$ cat src/player_pkg.sv
// fixed 1024x768 field and a fixed platform table; step intervals are sized for short simulations
`default_nettype none

package player_pkg;

    // --------------------
    // playfield and player box
    localparam int FIELD_W  = 1024;
    localparam int FIELD_H  = 768;
    localparam int PLAYER_W = 16;
    localparam int PLAYER_H = 24;
    localparam int FLOOR_Y  = FIELD_H - 1;   // floor line, 767

    // --------------------
    // platform table
    localparam int NUM_PLATFORMS = 3;
    localparam int PLAT_THICK    = 4;         // rows below the top line
    localparam logic [9:0] PLAT_X0 [NUM_PLATFORMS] = '{10'd96, 10'd288, 10'd608};
    localparam logic [9:0] PLAT_X1 [NUM_PLATFORMS] = '{10'd351, 10'd543, 10'd863};
    localparam logic [9:0] PLAT_Y  [NUM_PLATFORMS] = '{10'd600, 10'd548, 10'd720};

    // spawn stands on platform 0
    localparam logic [9:0] SPAWN_X = 10'd160;
    localparam logic [9:0] SPAWN_Y = PLAT_Y[0] - 10'(PLAYER_H);

    localparam int JUMP_HEIGHT = 40;   // max rise in pixels
    localparam int APEX_ZONE   = 30;   // rise where slowing starts

    // --------------------
    // pacing, in clock cycles
    localparam int PACE_W = 4;
    localparam logic [PACE_W-1:0] GROUND_STEP        = PACE_W'(4);
    localparam logic [PACE_W-1:0] AIR_STEP           = PACE_W'(6);
    localparam logic [PACE_W-1:0] RISE_START         = PACE_W'(2);
    localparam logic [PACE_W-1:0] RISE_MAX           = PACE_W'(8);
    localparam logic [PACE_W-1:0] FALL_START_DEFAULT = PACE_W'(8);
    localparam logic [PACE_W-1:0] FALL_MIN           = PACE_W'(1);

    typedef enum logic [1:0] {
        IDLE    = 2'b00,
        MOVING  = 2'b01,
        JUMPING = 2'b11,
        FALLING = 2'b10
    } motion_state_t;

    // sprite word {facing, air, idle, frame[3:0]}
    localparam int SPRITE_FACING = 6;
    localparam int SPRITE_AIR    = 5;
    localparam int SPRITE_IDLE   = 4;

endpackage

`default_nettype wire
$ cat src/motion_if.sv
// all fields are registered in the movement controller; x_step and spawn are single-cycle pulses
`timescale 1ns/1ps
`default_nettype none

interface motion_if import player_pkg::*; ();

    motion_state_t state;
    logic          facing_right;   // last pressed direction
    logic          x_step;         // x changed on the last edge
    logic          x_aligned;      // x mod 8 was 0 before that step
    logic          spawn;

    // --------------------
    modport src (output state, facing_right, x_step, x_aligned, spawn);

    modport anim (input state, facing_right, x_step, x_aligned, spawn);

endinterface

`default_nettype wire

$ cat src/collide_if.sv
// purely combinational query; the answer is valid in the same cycle as the candidate
`timescale 1ns/1ps
`default_nettype none

interface collide_if ();

    logic [9:0] qx;            // candidate left edge
    logic [9:0] qy;            // candidate top edge
    logic       on_ground;
    logic       hit_ceiling;

    // movement controller side
    modport ctrl (output qx, qy, input on_ground, hit_ceiling);

    // platform checker side
    modport check (input qx, qy, output on_ground, hit_ceiling);

endinterface

`default_nettype wire

$ cat src/player_top.sv
// buttons must already be synchronous to clk; x, y and sprite go straight to the renderer
`timescale 1ns/1ps
`default_nettype none

module player_top (
    input  logic       clk,
    input  logic       rst,
    input  logic       left,
    input  logic       right,
    input  logic       jump,
    output logic [9:0] x,
    output logic [9:0] y,
    output logic [6:0] sprite
);

    collide_if col_bus ();
    motion_if  mot_bus ();

    player_move_ctrl player_move_ctrl_inst (
        .clk   (clk),
        .rst   (rst),
        .left  (left),
        .right (right),
        .jump  (jump),
        .x     (x),
        .y     (y),
        .col   (col_bus.ctrl),
        .mot   (mot_bus.src)
    );

    platform_collide platform_collide_inst (
        .col (col_bus.check)
    );

    sprite_anim sprite_anim_inst (
        .clk    (clk),
        .rst    (rst),
        .mot    (mot_bus.anim),
        .sprite (sprite)
    );

endmodule

`default_nettype wire

$ cat src/sprite_anim.sv
// frames run 0 to 7 only; the sprite word trails the motion fields by one clock
`timescale 1ns/1ps
`default_nettype none

module sprite_anim import player_pkg::*; (
    input  logic       clk,
    input  logic       rst,
    motion_if.anim     mot,
    output logic [6:0] sprite
);

    logic       in_air;
    logic       advance;
    logic [2:0] frame_inc;
    logic [6:0] sprite_nxt;

    assign in_air    = (mot.state == JUMPING) || (mot.state == FALLING);
    assign advance   = mot.x_step && (in_air || mot.x_aligned);   // ground waits for aligned x
    assign frame_inc = sprite[2:0] + 3'd1;                        // wraps at 8

    always_comb begin
        sprite_nxt                = sprite;
        sprite_nxt[SPRITE_FACING] = mot.facing_right;
        sprite_nxt[SPRITE_AIR]    = in_air;
        sprite_nxt[SPRITE_IDLE]   = (mot.state == IDLE);
        if (advance)
            sprite_nxt[3:0] = {1'b0, frame_inc};
        if (mot.spawn) begin
            sprite_nxt                = '0;                       // frame 0, on the ground
            sprite_nxt[SPRITE_FACING] = 1'b1;
            sprite_nxt[SPRITE_IDLE]   = 1'b1;
        end
    end

    always_ff @(posedge clk) begin
        if (rst)
            sprite <= '0;
        else
            sprite <= sprite_nxt;
    end

endmodule

`default_nettype wire

$ cat src/player_move_ctrl.sv
// inputs are used as plain levels without debouncing; left and right together count as no direction
`timescale 1ns/1ps
`default_nettype none

module player_move_ctrl import player_pkg::*; (
    input  logic       clk,
    input  logic       rst,
    input  logic       left,
    input  logic       right,
    input  logic       jump,
    output logic [9:0] x,
    output logic [9:0] y,
    collide_if.ctrl    col,
    motion_if.src      mot
);

    motion_state_t     state, state_nxt;
    logic              spawned;
    logic [9:0]        x_nxt, y_nxt;
    logic [9:0]        y_jump_start, y_jump_start_nxt;
    logic [9:0]        rise;                          // height above the jump start
    logic [PACE_W-1:0] hcnt, hcnt_nxt;                // horizontal pacing
    logic [PACE_W-1:0] vcnt, vcnt_run, vcnt_nxt;      // vertical pacing
    logic [PACE_W-1:0] vint, vint_run, vint_nxt;      // current vertical interval
    logic              go_right, go_left, one_dir;
    logic              airborne;
    logic              h_due, v_due;
    logic              x_moved;

    assign go_right = right && !left;
    assign go_left  = left && !right;
    assign one_dir  = go_right || go_left;
    assign airborne = (state == JUMPING) || (state == FALLING);

    assign h_due = airborne ? (hcnt >= AIR_STEP - 1'b1) : (hcnt >= GROUND_STEP - 1'b1);
    assign v_due = (vcnt >= vint - 1'b1);

    // --------------------
    // horizontal step with clamping
    always_comb begin
        x_nxt    = x;
        hcnt_nxt = '0;                                 // released or jump from ground
        if (one_dir && (airborne || !jump)) begin
            if (h_due) begin
                if (go_right && (x < 10'(FIELD_W - PLAYER_W)))
                    x_nxt = x + 1'b1;
                else if (go_left && (x != '0))
                    x_nxt = x - 1'b1;
            end else begin
                hcnt_nxt = hcnt + 1'b1;
            end
        end
    end

    assign x_moved = (x_nxt != x);

    // --------------------
    // vertical step, rise slows past the apex zone and the fall speeds up
    always_comb begin
        y_nxt    = y;
        vcnt_run = '0;
        vint_run = RISE_START;
        rise     = y_jump_start - y;
        case (state)
            JUMPING: begin
                vcnt_run = vcnt + 1'b1;
                vint_run = vint;
                if (v_due) begin
                    vcnt_run = '0;
                    if (y != '0)
                        y_nxt = y - 1'b1;
                    rise = y_jump_start - y_nxt;
                    if (rise > 10'(APEX_ZONE))
                        vint_run = (vint >= RISE_MAX) ? RISE_MAX : vint + 1'b1;
                end
            end
            FALLING: begin
                vcnt_run = vcnt + 1'b1;
                vint_run = vint;
                if (v_due) begin
                    vcnt_run = '0;
                    if (y < 10'(FLOOR_Y - PLAYER_H))
                        y_nxt = y + 1'b1;
                    vint_run = (vint <= FALL_MIN) ? FALL_MIN : vint - 1'b1;
                end
            end
            default: ;                                 // on the ground y holds
        endcase
    end

    // candidate position goes to the checker
    assign col.qx = x_nxt;
    assign col.qy = y_nxt;

    // --------------------
    // state transitions
    always_comb begin
        state_nxt        = state;
        vcnt_nxt         = vcnt_run;
        vint_nxt         = vint_run;
        y_jump_start_nxt = y_jump_start;
        case (state)
            JUMPING: begin
                if ((rise >= 10'(JUMP_HEIGHT)) || col.hit_ceiling) begin
                    state_nxt = FALLING;               // keeps the rise interval
                    vcnt_nxt  = '0;
                end
            end
            FALLING: begin
                if (col.on_ground) begin
                    state_nxt = IDLE;                  // lands on this step
                    vcnt_nxt  = '0;
                end
            end
            default: begin
                y_jump_start_nxt = y;
                if (jump) begin
                    state_nxt = JUMPING;
                end else if (!col.on_ground) begin
                    state_nxt = FALLING;               // walked off an edge
                    vint_nxt  = FALL_START_DEFAULT;
                end else if (one_dir) begin
                    state_nxt = MOVING;
                end else begin
                    state_nxt = IDLE;
                end
            end
        endcase
    end

    always_ff @(posedge clk) begin
        if (rst) begin
            x                <= '0;
            y                <= '0;
            state            <= IDLE;
            spawned          <= 1'b0;
            hcnt             <= '0;
            vcnt             <= '0;
            vint             <= RISE_START;
            y_jump_start     <= '0;
            mot.facing_right <= 1'b1;
            mot.x_step       <= 1'b0;
            mot.x_aligned    <= 1'b0;
            mot.spawn        <= 1'b0;
        end else if (!spawned) begin
            x         <= SPAWN_X;                      // first cycle out of reset
            y         <= SPAWN_Y;
            spawned   <= 1'b1;
            mot.spawn <= 1'b1;
        end else begin
            x             <= x_nxt;
            y             <= y_nxt;
            state         <= state_nxt;
            hcnt          <= hcnt_nxt;
            vcnt          <= vcnt_nxt;
            vint          <= vint_nxt;
            y_jump_start  <= y_jump_start_nxt;
            mot.x_step    <= x_moved;
            mot.x_aligned <= (x[2:0] == 3'd0);
            mot.spawn     <= 1'b0;
            if (one_dir)
                mot.facing_right <= go_right;
        end
    end

    assign mot.state = state;

endmodule

`default_nettype wire

$ cat src/platform_collide.sv
// exact line matches only; the candidate must move by at most one pixel per cycle to be caught
`timescale 1ns/1ps
`default_nettype none

module platform_collide import player_pkg::*; (
    collide_if.check col
);

    logic [10:0]              box_bottom;   // first row under the box
    logic [10:0]              box_right;    // rightmost column of the box
    logic [NUM_PLATFORMS-1:0] x_overlap;
    logic [NUM_PLATFORMS-1:0] on_top;
    logic [NUM_PLATFORMS-1:0] under;
    logic                     on_floor;

    assign box_bottom = {1'b0, col.qy} + 11'(PLAYER_H);
    assign box_right  = {1'b0, col.qx} + 11'(PLAYER_W - 1);

    // --------------------
    // per platform tests
    always_comb begin
        for (int i = 0; i < NUM_PLATFORMS; i++) begin
            x_overlap[i] = (box_right >= {1'b0, PLAT_X0[i]}) && (col.qx <= PLAT_X1[i]);

            // feet exactly on the top line
            on_top[i] = x_overlap[i] && (box_bottom == {1'b0, PLAT_Y[i]});

            // head just below the underside
            under[i] = x_overlap[i] && (col.qy == PLAT_Y[i] + 10'(PLAT_THICK));
        end
    end

    assign on_floor = (box_bottom == 11'(FLOOR_Y));   // floor spans the whole width

    assign col.on_ground   = (|on_top) || on_floor;
    assign col.hit_ceiling = |under;

endmodule

`default_nettype wire

$ cat config.mk
export PLATFORM = sky130hd
export DESIGN_NAME = player_top
export DESIGN_NICKNAME = d
export VERILOG_FILES = /design/src/player_pkg.sv /design/src/motion_if.sv /design/src/collide_if.sv /design/src/player_top.sv /design/src/sprite_anim.sv /design/src/player_move_ctrl.sv /design/src/platform_collide.sv
export SDC_FILE = /design/constraint.sdc
export NUM_CORES = 1
export LEC_CHECK = 0
export BUFFER_PORTS_ARGS = -buffer_cell sky130_fd_sc_hd__clkbuf_2
export CAP_MARGIN = 20
export CORE_MARGIN = 4
export CORE_UTILIZATION = 40
export DETAILED_ROUTE_END_ITERATION = 6
export PLACE_DENSITY = 0.62
export SLEW_MARGIN = 30
export SYNTH_ARGS = -nofsm -noshare
export SYNTH_HDL_FRONTEND = slang
export SYNTH_HIERARCHICAL = 1
export SYNTH_SLANG_ARGS = --single-unit
$ cat constraint.sdc
create_clock -name clk -period 5.15 [get_ports clk]
set_input_delay 0.2575 -clock clk [delete_from_list [all_inputs] [get_ports clk]]
set_output_delay 0.2575 -clock clk [all_outputs]
set_load 0.01 [all_outputs]
**Word level (Yosys, flattened, before mapping)**

Cells that the tools add are included.
Widths: inputs -> output; s select.

- Flip-flop bits (word level): 55
- Logic and storage cells: 137
- Output and inout bits: 27

- Muxes and demuxes: 42
- Bitwise logic cells: 2
- Add/subtract/negate cells: 13
- Equal/unequal tests: 12
- Order comparisons: 15
- Reduce and logical (&&, ||, !) cells: 36

Operators with widths:

| operator | number |
|---|---|
| $mux 10 | 13 |
| $mux 4 | 14 |
| $eq 11x10->1 const B | 4 |
| $eq 10x10->1 const B | 3 |
| $add 10x1->10 const B | 2 |
| $le 10x10->1 const B | 2 |
| $lt 10x10->1 const B | 2 |
| $pmux 10 s2 | 1 |
| $reduce_bool 10->1 | 2 |
| $sub 10x1->10 const B | 2 |
| $sub 10x10->10 | 2 |
| $pmux 4 s2 | 2 |
| $logic_and 1x1->1 | 15 |
| $add 4x1->4 const B | 3 |
| $add 10x4->11 const B | 1 |
| $add 10x5->11 const B | 1 |
| $ge 11x10->1 const B | 1 |
| $ge 11x7->1 const B | 1 |
| $ge 11x9->1 const B | 1 |
| $ge 10x6->1 const B | 1 |
| $gt 10x5->1 const B | 1 |
| $le 10x9->1 const B | 1 |
| $ne 10x10->1 | 1 |
| $mux 2 | 4 |
| 24 further kinds | 40 |

**Logic depth before layout (Yosys ltp)**

Gate-level depths: netlist of run 1.

- Word-level depth: 16
- Gate-level depth with buffers: 24
- Gate-level depth less buffers: 23

**Hierarchy**

Netlist of run 1, hierarchy kept.

By module, submodules not included:

| module | cells an instance | area an instance (um^2) | times used |
|---|---|---|---|
| player_move_ctrl | 522 | 3971.3 | 1 |
| platform_collide | 62 | 395.4 | 1 |
| sprite_anim | 27 | 276.5 | 1 |

**Worst setup path before layout of run 1**

OpenSTA, ideal clock, no wires.

- Kind: flip-flop to flip-flop
- Start point: register player_move_ctrl_inst.vint[0]
- End point: register player_move_ctrl_inst.vcnt[2]
- Stages on the path, launching flop included: 24
- Setup time: 74 ps
- Arrival: 4406 ps
- Buffers on the path: 1
- Period minus slack after synthesis: 4480 ps
- Slack: 670 ps
- Required time: 5076 ps
- Cells stage by stage: dfxtp_1 inv_1 ha_1 xnor2_1 ha_1 or2_2 a21oi_1 nor2_1 buf_2 nand2_1 nor2b_1 o21ai_0 xnor2_1 inv_1 ha_1 and2_1 a21oi_1 o22ai_1 a41oi_2 o22ai_1 or4_1 o21ai_2 a21oi_1 o21ai_0

- Word-level cells in the longest chain between the ends: 11
- Elaborated cells on any way between the ends: 31
- Classes of those cells: add/sub: 2; order compare: 2; eq/ne: 7; mux: 10; reduce/logical: 10

RTL lines:

| element | RTL line | text |
|---|---|---|
| start: declaration | player_move_ctrl.sv:24 | `logic [PACE_W-1:0] vint, vint_run, vint_nxt;` |
| start signal: assignment | player_move_ctrl.sv:156 | `vint <= vint_nxt;` |
| $sub 4x1->4 (*) | player_move_ctrl.sv:36 | `assign v_due = (vcnt >= vint - 1'b1);` |
| $ge 4x4->1 (*) | player_move_ctrl.sv:36 |  |
| $mux 10, on equally long branches | player_move_ctrl.sv:80, player_move_ctrl.sv:68 |  |
| $pmux 10 s2 (*) | player_move_ctrl.sv:64 | `case (state)` |
| named net col_bus.qy[3] | collide_if.sv:8 | `logic [9:0] qy;` |
| $add 10x5->11 (*) | platform_collide.sv:16 | `assign box_bottom = {1'b0, col.qy} + 11'(PLAYER_H);` |
| $eq 11x10->1 | platform_collide.sv:26 | `on_top[i] = x_overlap[i] && (box_bottom == {1'b0, PLAT_Y[i]});` |
| $logic_and 1x1->1 | platform_collide.sv:26 |  |
| $reduce_or 3->1 | platform_collide.sv:35 | `assign col.on_ground = (\|on_top) \|\| on_floor;` |
| $logic_or 1x1->1 (*) | platform_collide.sv:35 |  |
| named net col_bus.on_ground | collide_if.sv:9 | `logic on_ground;` |
| $mux 4 (*) | player_move_ctrl.sv:110 | `if (col.on_ground) begin` |
| $pmux 4 s2 (*) | player_move_ctrl.sv:102 | `case (state)` |
| end signal: assignment | player_move_ctrl.sv:155 | `vcnt <= vcnt_nxt;` |
| end: declaration | player_move_ctrl.sv:23 | `logic [PACE_W-1:0] vcnt, vcnt_run, vcnt_nxt;` |

The timed path passes the listed nets; every way through them passes the cells marked *.
A chain may end at the register's enable or synchronous reset.

**Worst setup path after layout of run 1**

- Start point: register player_move_ctrl_inst.vint[1]
- End point: register player_move_ctrl_inst.vcnt[2]

The elaborated chain is that of the path after synthesis.

==> impl_results.md, run 1 <==
- Total CTS buffers: 5
- Share of cells above drive strength 1: 0.124
- CTS hold repair buffers: 0
- Fin crit share: 0.926
- Largest net degree at the start of global routing: 29
- # Post-CTS Setup Buffers: 0
- Clk Tree Root Cell: clkbuf_16
- Cell count after placement: 770
- Worst-Skew Late Latency: 300 ps
- Antenna cell count: 0
- Sequential share of power: 0.423
- Seq/Total Area, Yosys: 0.237
- Fin cells: slightly below 800
- DRT Wirelength: 12700 um
- Final core occ: 0.450
- CP Data Arrival Time: 4990 ps
- Grt ovf: 0
- Cell Int Power: 0.000751 W
- Post-synth EDFFs: 0
- IR drop worst, VDD: approximately 0.13 mV
- Comb power frac: 0.200
- Pwr Total: 0.00107 W
- Core footprint: 0.0114 mm^2
- First-pass GRT wire length: 20900 um
- Syn Nets: around 660
- Ys Warns: 6
- Mapped Cells: 611
- Post-route minimum period: 4770 ps
- Top Ports: 32
- CP Capture Type: flop
- Die width: 116 um
- First-pass detailed-route iteration total: 7
- Clock power share: 0.377
- Rows: 39
- Status: completed
- Slew HR: 0.405
- Nets: 679
- Critical path class: flop to flop
- CTS tree: yes
- Initial antenna violation count: 0
- Syn_area_per_cell: 7.60 um^2
- Clock Pin Slew Worst Setup and Hold Paths: 80 ps
- Starting Density: 0.408
- Startpoint Class: flop
- Critical Path Most Common Cell: ha_1
- Slowest-stage cell, CP: or4_1
- Switching share of power: 0.299
- Net Sw Power: around 0.00032 W
- Port-buffer cells: 30
- Slew @ Worst Pin: 889 ps
- Synth unique cells: 76
- Die height: 116 um
- Crit-path cells: inv_1, ha_1, xnor2_1, ha_1, or2_2, a21oi_2, nor2_2, nand4b_1, nor3_1, o21ai_0, xnor2_1, inv_1, ha_1, and2_1, a21oi_1, o22ai_1, a41oi_2, o22ai_1, or4_1, o21ai_2, a21oi_1, o21ai_0
- PwrDens: 209 mW/mm^2
- Full die area: 0.0134 mm^2
- Resized Gates After CTS: 0
- Vias per cell: between 5 and 6
- Leakage: 1.97 nW
- Gpl congestion: 0.925
- Final Hold Viols: 0
- RSZ-0062 raised after global routing: false
- Synthesis-to-layout area growth: 10.2%
- Netlist Area Pre-Place: between 0.004 and 0.005 mm^2
- DR iter-0 viols: 521
- Largest stage delay on the critical path: roughly 580 ps
- Setup TNS: 0 ps
- Vias: about 4600
- Req. time, crit path: 5370 ps
- Ys flop type: dfxtp_1
- Final setup viols: 0
- Max Cap Viol: 0
- Yosys reg bits: between 50 and 60
- Worst Path Max Fanout: 7
- Post-DP HPWL: between 9000 and 10000 um
- GRT Util Overall: 0.192
- H-tree Lvls: 2
- Max Clk Rate: 210 MHz
- Post-route DRC: 0
- Asr flop ratio synth: 0
- Max Root-Sink Buffers: 2
- Min Hold Slack: 384 ps
- Clk sinks: 55
- HP Class: input port to flop
- Post-DR wirelength/cell: 16.3 um
- Clock skew: about 7 ps
- Post-route ant nets: 0
- Slew Viols, Final: 0
- Vias in the first global route: 4304
[final timing paths]
| kind | slack (ps) | endpoint | cells past startpoint | startpoint |
|---|---|---|---|---|
| worst min-delay path | 380 | player_move_ctrl_inst/mot.state[0] | 3 | jump |
| worst min register to register | 470 | player_move_ctrl_inst/y_jump_start[0] | 2 | player_move_ctrl_inst/y_jump_start[0] |
| worst max register to register | 380 | player_move_ctrl_inst/vcnt[2] | 22 | player_move_ctrl_inst/vint[1] |
| worst max-delay path | 380 | player_move_ctrl_inst/vcnt[2] | 22 | player_move_ctrl_inst/vint[1] |
[registers in the layout (all words and copies together), names as in the netlist]
register and flops:
player_move_ctrl_inst/mot.facing_right 1, player_move_ctrl_inst/mot.x_step 1, player_move_ctrl_inst/vcnt 4, player_move_ctrl_inst/vint 4, player_move_ctrl_inst/spawned 1, player_move_ctrl_inst/mot.x_aligned 1, player_move_ctrl_inst/y 10, sprite_anim_inst/sprite 6
player_move_ctrl_inst/hcnt 4, player_move_ctrl_inst/mot.state 2, player_move_ctrl_inst/y_jump_start 10, player_move_ctrl_inst/mot.spawn 1, player_move_ctrl_inst/x 10
[cells in the final DEF, fill, tap and decap left out, drive strengths merged, types with 4 or more instances in the layout]
master / instances
nand2: 64
nor2: 56
dfxtp: 55
o21ai: 42
ha: 38
inv: 37
a21oi: 36
clkbuf: 35
nor3: 26
xnor2: 25
nand3: 18
and2: 17
nor4: 12
buf: 11
nand4: 11
nand2b: 9
o22ai: 9
or2: 9
xor2: 8
a31oi: 8
nor2b: 8
o21a: 8
mux2: 7
mux2i: 6
nor3b: 6
o2111ai: 5
a2111oi: 5
a21o: 4
and3: 4
o31ai: 4
[layout make-up]
class | count | area (um^2)
Fill cell | 1142 | 6250
Multi-Input combinational cell | 493 | 3290
Sequential cell | 55 | 1100
Timing Repair Buffer | 41 | 233
Tap cell | 143 | 179
Inverter | 38 | 143
Clock buffer | 5 | 125
Clock inverter | 3 | 47.5
[logic make-up after synthesis]
kind of cell,count (synthesis),share of synthesized area
AO/OA/AOI/OAI,152,0.218
AND/OR/NAND/NOR,254,0.285
buffers and inverters,63,0.0560
flip-flops,55,0.237
multiplexers,13,0.0299
other,1,0.000808
XOR/XNOR,33,0.0622
adder cells (fa/ha/maj),40,0.111
[critical path, delay by kind of cell (launching register included)]
kind,cells,cell delay [ps]
AO/OA/AOI/OAI,9,1490
XOR/XNOR,2,310
adder cells (fa/ha/maj),3,810
buffers and inverters,2,220
flip-flops,1,440
AND/OR/NAND/NOR,6,1420
[routing by layer]
metal | share of wire | up-vias | wire (um) | GRT usage
met4 | 0.018 | 0 | 235 | 0.0487
li1 | - | 2238 | - | -
met1 | 0.43 | 2104 | 5500 | 0.257
met3 | 0.082 | 29 | 1040 | 0.0277
met5 | 0 | - | 0 | 0
met2 | 0.47 | 222 | 5930 | 0.325
[Yosys cell counts (all sizes together) (2+ instances only)]
| cell | n | area, um^2 |
|---|---|---|
| o21a | 8 | 60.1 |
| mux2i | 6 | 60.1 |
| a41o | 2 | 20.0 |
| a41oi | 3 | 33.8 |
| a21o | 4 | 30.0 |
| nor2b | 8 | 50.1 |
| inv | 36 | 135 |
| nand3b | 2 | 15.0 |
| nand2b | 9 | 56.3 |
| a21oi | 36 | 180 |
| nor3 | 26 | 135 |
| clkbuf | 14 | 55.1 |
| o31ai | 4 | 30.0 |
| buf | 11 | 62.6 |
| and2 | 17 | 106 |
| or4 | 3 | 22.5 |
| o211ai | 2 | 15.0 |
| or2 | 9 | 56.3 |
| nand4 | 11 | 75.1 |
| o41ai | 2 | 25.0 |
| ha | 38 | 475 |
| and3 | 4 | 25.0 |
| nand2 | 64 | 240 |
| o22ai | 9 | 56.3 |
| a2111oi | 5 | 56.3 |
| fa | 2 | 40.0 |
| a31oi | 8 | 50.1 |
| nand4b | 3 | 26.3 |
| clkinv | 2 | 7.51 |
| nand3 | 18 | 90.1 |
| a21boi | 3 | 22.5 |
| xor2 | 8 | 70.1 |
| a211oi | 3 | 27.5 |
| o31a | 3 | 26.3 |
| o21ai | 42 | 214 |
| a311oi | 3 | 26.3 |
| nor2 | 56 | 210 |
| or3 | 2 | 12.5 |
| dfxtp | 55 | 1100 |
| nor3b | 6 | 55.1 |
| nor4 | 12 | 111 |
| xnor2 | 25 | 219 |
| mux2 | 7 | 78.8 |
| o2111ai | 5 | 43.8 |
[power groups by stage]
stage	registers (W)	logic (W)	clock network, W
floorplan	0.000455	0.000163	0
global placement	0.000463	0.000204	0
detailed placement	0.000463	0.000208	0
CTS	0.000453	0.000209	0.000413
global route	0.000456	0.000239	0.000430
finish	0.000454	0.000214	0.000404
[per-stage QoR]
stage,area (um^2),worst slack (ps)
3_5_place_dp,4940,420
3_3_place_gp,4940,547
2_1_floorplan,4640,670
6_report,5120,381
4_1_cts,5110,350
5_1_grt,5120,7.10
(Power assumes the default switching activity.)
==> inputs of run 2 (changes only) <==
--- a/config.mk
+++ b/config.mk
@@ -10,6 +10,7 @@
 export CORE_MARGIN = 4
 export CORE_UTILIZATION = 40
 export DETAILED_ROUTE_END_ITERATION = 6
+export MAX_ROUTING_LAYER = met4
 export PLACE_DENSITY = 0.62
 export SLEW_MARGIN = 30
 export SYNTH_ARGS = -nofsm -noshare
==> constraint.sdc (replaced) <==
create_clock -name clk -period 5.35 [get_ports clk]
set_input_delay 0.2675 -clock clk [delete_from_list [all_inputs] [get_ports clk]]
set_output_delay 0.2675 -clock clk [all_outputs]
set_load 0.01 [all_outputs]
==> run 2 against run 1 <==
  * Clock skew fell by 0.81 ps
  * Final cell count rose by 0.13%
  * Register-to-register slack improved by 230 ps
  * Sequential cell count did not move
  * Global-route usage rose by 0.92 points
  * Sequential share of layout area fell by 0.058 points
  * Core utilization rose by 0.12 points
  * Non-clock buffer count rose by 1
  * Largest cell class unchanged
==> impl_results.md, run 2 (synthesized netlist as in run 1, its figures left out) <==
- Post-route minimum period: 4730 ps (-34.3 ps)
- Post-route DRC: 0 (unchanged)
- First-pass detailed-route iteration total: 5 (-2)
- Gpl congestion: 0.892 (-3.6%)
- Starting Density: 0.408 (unchanged)
- Max Root-Sink Buffers: 2 (unchanged)
- Vias: 4503 (-2.0%)
- PwrDens: 199 mW/mm^2 (-4.8%)
- # Post-CTS Setup Buffers: 0 (unchanged)
- Top Ports: 32 (unchanged)
- Grt ovf: 0 (unchanged)
- Most common cell after layout, fill and taps aside: nand2_1
- Max Cap Viol: 0 (unchanged)
- Slowest-stage cell, CP: or4_1
- DR iter-0 viols: 346 (-34%)
- Clk sinks: 55 (unchanged)
- Comb power frac: 0.201 (about the same)
- Rows: 39 (unchanged)
- Initial antenna violation count: 0 (unchanged)
- Worst Path Max Fanout: 8 (+1)
- Post-DP HPWL: 9780 um (+1.5%)
- Resized Gates After CTS: 0 (unchanged)
- Die width: 116 um (unchanged)
- Nets: 680 (+0.15%)
- Full die area: 0.0134 mm^2 (unchanged)
- Fin crit share: 0.885 (-0.0410)
- Critical Path Most Common Cell: ha_1
- First-pass GRT wire length: 21000 um (+0.46%)
- Worst-Skew Late Latency: 300 ps (about the same)
- Largest stage delay on the critical path: 590 ps (about the same)
- Net Sw Power: 0.000301 W (-6.1%)
- Startpoint Class: flop
- CTS tree: yes
- Vias per cell: 5.78 (-2.1%)
- Sequential share of power: 0.426 (+0.003)
- Slew Viols, Final: 0 (unchanged)
- CP Capture Type: flop
- Largest net degree at the start of global routing: 29 (unchanged)
- Min Hold Slack: 376 ps (-8.80 ps)
- Post-DR wirelength/cell: 16.5 um (+1.1%)
- Max Clk Rate: 211 MHz (+0.72%)
- Total CTS buffers: 5 (unchanged)
- Clock skew: 6.12 ps (-0.815 ps)
- Share of cells above drive strength 1: 0.127 (+0.00295)
- H-tree Lvls: 2 (unchanged)
- Clock power share: 0.373 (-0.004)
- Slew HR: 0.475 (+0.0694)
- Final setup viols: 0 (unchanged)
- Req. time, crit path: 5580 ps (+210 ps)
- Filler Cells Inserted: 1149 (+0.61%)
- RSZ-0062 raised after global routing: false
- Switching share of power: 0.294 (-0.00493)
- CTS hold repair buffers: 0 (unchanged)
- GRT Util Overall: 0.201 (+0.00920)
- Top Registers: player_move_ctrl_inst/x x10, player_move_ctrl_inst/y x10, player_move_ctrl_inst/y_jump_start x10
- Final Hold Viols: 0 (unchanged)
- Pwr Total: 0.00102 W (-4.5%)
- Die height: 116 um (unchanged)
- Core footprint: 0.0114 mm^2 (unchanged)
- Slack of the worst reg-to-reg path: 620 ps (+230 ps)
- Critical path class: flop to flop
- Vias in the first global route: 4296 (-0.19%)
- IR drop worst, VDD: 0.108 mV (-16%)
- Port-buffer cells: 30 (unchanged)
- HP Class: input port to flop
- Status: completed
- Clk Tree Root Cell: clkbuf_16
- Post-route ant nets: 0 (unchanged)
- Cell Int Power: 0.000722 W (-3.9%)
- Leakage: 1.98 nW (+0.49%)
- Antenna cell count: 0 (unchanged)
- Synthesis-to-layout area growth: 10.5%
- Commonest non-fill, non-tap cells in the layout: nand2_1, nor2_1, dfxtp_1
- Slew @ Worst Pin: 785 ps (-104 ps)
- DRT Wirelength: 12900 um (+1.2%)
- Crit-path cells: inv_1, ha_1, xnor2_1, ha_1, or2_2, a21oi_2, nor2_2, nand4b_1, nor3_1, o21ai_0, xnor2_1, inv_1, ha_1, xor2_1, nand2_1, nor3_1, a41oi_1, o22ai_1, or4_1, o21ai_2, a21oi_1, o21ai_0
- Setup TNS: 0 ps (unchanged)
- CP Data Arrival Time: 4960 ps (-30 ps)
- Clock Pin Slew Worst Setup and Hold Paths: 70 ps (about the same)
==> run 2: final timing paths <==
| kind | endpoint | cells past startpoint | start |
|---|---|---|---|
| setup / recovery | player_move_ctrl_inst/vcnt[2] | 22 | player_move_ctrl_inst/vint[1] |
| hold / removal | player_move_ctrl_inst/mot.state[0] | 3 | jump |
| setup reg to reg | player_move_ctrl_inst/vcnt[2] | 22 | player_move_ctrl_inst/vint[1] |
| hold reg to reg | player_move_ctrl_inst/y_jump_start[0] | 2 | player_move_ctrl_inst/y_jump_start[0] |
==> run 2: metrics by stage <==
| stage | utilization | instance area (um^2) | instances | setup WS (ps) |
|---|---|---|---|---|
| global placement | 0.435 | 4940 | 771 | 589 |
| detailed placement | 0.435 | 4940 | 771 | 501 |
| global route | 0.451 | 5130 | 779 | 61.9 |
| floorplan | - | 4640 | 611 | 870 |
| finish | 0.451 | 5130 | 779 | 616 |
| CTS | 0.450 | 5120 | 779 | 466 |
==> run 2: power groups by stage <==
| stage | clock (W) | sequential (W) | combinational [W] |
|---|---|---|---|
| after CTS | 0.000399 | 0.000436 | 0.000202 |
| after floorplan | 0 | 0.000438 | 0.000157 |
| after global placement | 0 | 0.000446 | 0.000199 |
| after detailed placement | 0 | 0.000445 | 0.000201 |
| after global routing | 0.000410 | 0.000438 | 0.000229 |
| final | 0.000382 | 0.000436 | 0.000205 |
==> run 2: cell type report <==
class | instances | area (um^2) | area share
Clock buffer | 5 | 125 | 0.0244
Clock inverter | 3 | 46.3 | 0.00902
Inverter | 38 | 143 | 0.0278
Multi-Input combinational cell | 493 | 3300 | 0.642
Sequential cell | 55 | 1100 | 0.215
Tap cell | 143 | 179 | 0.0349
Timing Repair Buffer | 42 | 240 | 0.0468
==> run 2: routing by layer <==
layer | wire (um) | track usage | up-vias
met1 | 5920 | 0.254 | 2098
met3 | 713 | 0.0376 | 25
li1 | - | - | 2244
met2 | 5950 | 0.321 | 136
met4 | 274 | 0.0742 | 0
met5 | 0 | - | -
==> run 2: critical path, delay by kind of cell (launching register included) <==
family | cells | cell delay, ps
simple gates | 7 | 1440
compound gates | 7 | 1260
fa+ha+maj | 3 | 820
xor+xnor | 3 | 510
flops | 1 | 420
buf+inv | 2 | 210
==> inputs of run 3 (changes only) <==
--- a/config.mk
+++ b/config.mk
@@ -9,6 +9,8 @@
 export CAP_MARGIN = 20
 export CORE_MARGIN = 4
 export CORE_UTILIZATION = 40
+export CTS_BUF_LIST = sky130_fd_sc_hd__clkbuf_8
+export CTS_CLUSTER_SIZE = 14
 export DETAILED_ROUTE_END_ITERATION = 6
 export MAX_ROUTING_LAYER = met4
 export PLACE_DENSITY = 0.62
==> run 3 against run 2 <==
  * Count of clock-buffer cells in the layout stayed put
  * Cell area is 1.1% lower
  * Largest cell class unchanged
  * Clock power is 24% lower
  * Worst setup slack worse by 47 ps
  * Total power is 9.0% lower
  * Clock skew is 6.9 ps higher
  * Critical endpoint unchanged
  * Routed wire length hardly changed
  * Core utilization is 0.50 points lower
  * Non-clock buffer count stayed put
  * Die area stayed put
  * Register-to-register slack worse by 50 ps
==> impl_results.md, run 3 (synthesized netlist as in run 1, its figures left out) <==
- Status: completed
- Final setup viols: 0 (unchanged)
- Setup TNS: 0 ps (unchanged)
- Post-route minimum period: 4780 ps (+46.8 ps)
- Final instance area: 0.00507 mm^2 (-1.1%)
- Commonest non-fill, non-tap cells in the layout: nand2_1, nor2_1, dfxtp_1
- Post-route DRC: 0 (unchanged)
- GR peak layer: met2
- Largest net degree at the start of global routing: 29 (unchanged)
- Share of cells above drive strength 1: 0.127 (unchanged)
- RSZ-0062 raised after global routing: false
- Full die area: 0.0134 mm^2 (unchanged)
- Top Ports: 32 (unchanged)
- Clock skew: 13.1 ps (+6.94 ps)
- Met3 Resource Use GR: 0.0381 (+0.000522)
- First-pass detailed-route iteration total: 5 (unchanged)
- CTS tree: yes
- Antenna cell count: 0 (unchanged)
- Vias in the first global route: 4303 (+0.16%)
- Synthesis-to-layout area growth: 9.30%
- Startpoint Class: flop
- Die width: 116 um (unchanged)
- DR iter-0 viols: 295 (-15%)
- Min Hold Slack: 352 ps (-23.7 ps)
- Total CTS buffers: 5 (unchanged)
- Post-DP HPWL: 9780 um (unchanged)
- Nets: 680 (unchanged)
- CP Data Arrival Time: 5040 ps (+80 ps)
- Leakage: 1.96 nW (-1.3%)
- Met1 Resource Use GR: 0.254 (+0.000319)
- DRT Wirelength: 12900 um (about the same)
- GRT met2 Usage: 0.318 (-0.00270)
- Rows: 39 (unchanged)
- DP Worst Slack: 501 ps (unchanged)
- Fin crit share: 0.894 (+0.00875)
- # Post-CTS Setup Buffers: 0 (unchanged)
- Critical path class: flop to flop
- Core footprint: 0.0114 mm^2 (unchanged)
- Clock Pin Slew Worst Setup and Hold Paths: 100 ps (+30 ps)
- Final Hold Viols: 0 (unchanged)
- Max Cap Viol: 0 (unchanged)
- Most common cell after layout, fill and taps aside: nand2_1
- CP Capture Type: flop
- HP Class: input port to flop
- Max Root-Sink Buffers: 2 (unchanged)
- IR drop worst, VDD: 0.0938 mV (-13%)
- Grt ovf: 0 (unchanged)
- Fin cells: 779 (unchanged)
- Vias: 4512 (+0.20%)
- Slew HR: 0.429 (-0.0463)
- Cell count after placement: 771 (unchanged)
- Final worst slack: 569 ps (-46.8 ps)
- Gpl congestion: 0.892 (unchanged)
- Post-DR wirelength/cell: 16.5 um (about the same)
- First-pass GRT wire length: 21000 um (about the same)
- Worst-Skew Late Latency: 330 ps (+30 ps)
- Worst Path Max Fanout: 8 (unchanged)
- H-tree Lvls: 2 (unchanged)
- Die height: 116 um (unchanged)
- Post-route ant nets: 0 (unchanged)
- Port-buffer cells: 30 (unchanged)
- Req. time, crit path: 5610 ps (+30 ps)
- PwrDens: 183 mW/mm^2 (-8.0%)
- Top Registers: player_move_ctrl_inst/x x10, player_move_ctrl_inst/y x10, player_move_ctrl_inst/y_jump_start x10
- Vias per cell: 5.79 (+0.20%)
- CTS hold repair buffers: 0 (unchanged)
- GRT Util Overall: 0.200 (-0.000560)
- Placed cell area: 0.00494 mm^2 (unchanged)
- Slew @ Worst Pin: 835 ps (+50.7 ps)
- Filler Cells Inserted: 1164 (+1.3%)
- Slew Viols, Final: 0 (unchanged)
- Initial antenna violation count: 0 (unchanged)
- Starting Density: 0.408 (unchanged)
- Max Clk Rate: 209 MHz (-0.98%)
- Clk Tree Root Cell: clkbuf_8
- Clk sinks: 55 (unchanged)
-- run 3: cell count changes in the layout (fill, tap and decap cells not counted) --
cell	before	now
clkbuf_8	0	5
clkbuf_16	5	0
-- run 3: area by class of cell --
cell class	instances	area, um^2	share of cell area
clock buffer	5	68.8	0.0136
clock inverter	3	46.3	0.00912
tap	143	179	0.0353
timing repair buffer	42	240	0.0473
multi-input combinational	493	3300	0.649
sequential	55	1100	0.217
inverter	38	143	0.0281
-- run 3: what timing repair did --
| item | 4_1_cts | 5_1_grt |
|---|---|---|
| resized for setup | 0 | 3 |
| hold endpoints to repair | 0 | 0 |
| setup endpoints to repair | 0 | 4 |
-- run 3: layer usage --
| layer | up-vias | share of wire |
|---|---|---|
| met5 | - | 0 |
| met4 | 0 | 0.027 |
| met3 | 33 | 0.052 |
| met2 | 124 | 0.46 |
| met1 | 2112 | 0.46 |
| li1 | 2243 | - |
-- run 3: final timing paths --
check / from / endpoint / slack [ps] / cells past startpoint
max: player_move_ctrl_inst/vint[1] / player_move_ctrl_inst/vcnt[2] / 570 / 22
min: jump / player_move_ctrl_inst/mot.state[0] / 350 / 3
max reg2reg: player_move_ctrl_inst/vint[1] / player_move_ctrl_inst/vcnt[2] / 570 / 22
min reg2reg: player_move_ctrl_inst/y_jump_start[0] / player_move_ctrl_inst/y_jump_start[0] / 470 / 2
-- run 3: per-stage QoR --
stage	power, W	util
2_1_floorplan	0.000595	-
3_3_place_gp	0.000644	0.435
3_5_place_dp	0.000646	0.435
4_1_cts	0.000940	0.445
5_1_grt	0.000981	0.446
6_report	0.000931	0.446
-- run 3: critical path, cell delays in order (launching register included) --
cell and delay (ps):
dfxtp_1 440, inv_1 120, ha_1 260, xnor2_1 150
ha_1 270, or2_2 290, a21oi_2 190, nor2_2 100
nand4b_1 200, nor3_1 70, o21ai_0 240, xnor2_1 170
inv_1 100, ha_1 300, xor2_1 200, nand2_1 120
nor3_1 60, a41oi_1 230, o22ai_1 200, or4_1 590
o21ai_2 140, a21oi_1 100, o21ai_0 170
-- run 3: power breakdown --
| group | switching, W | internal, W | total, W | leakage (nW) |
|---|---|---|---|---|
| registers | 0.0000168 | 0.000420 | 0.000436 | 0.448 |
| logic | 0.000125 | 0.0000801 | 0.000205 | 1.45 |
| clock network | 0.000148 | 0.000141 | 0.000290 | 0.0548 |
| total | 0.000290 | 0.000641 | 0.000931 | 1.96 |
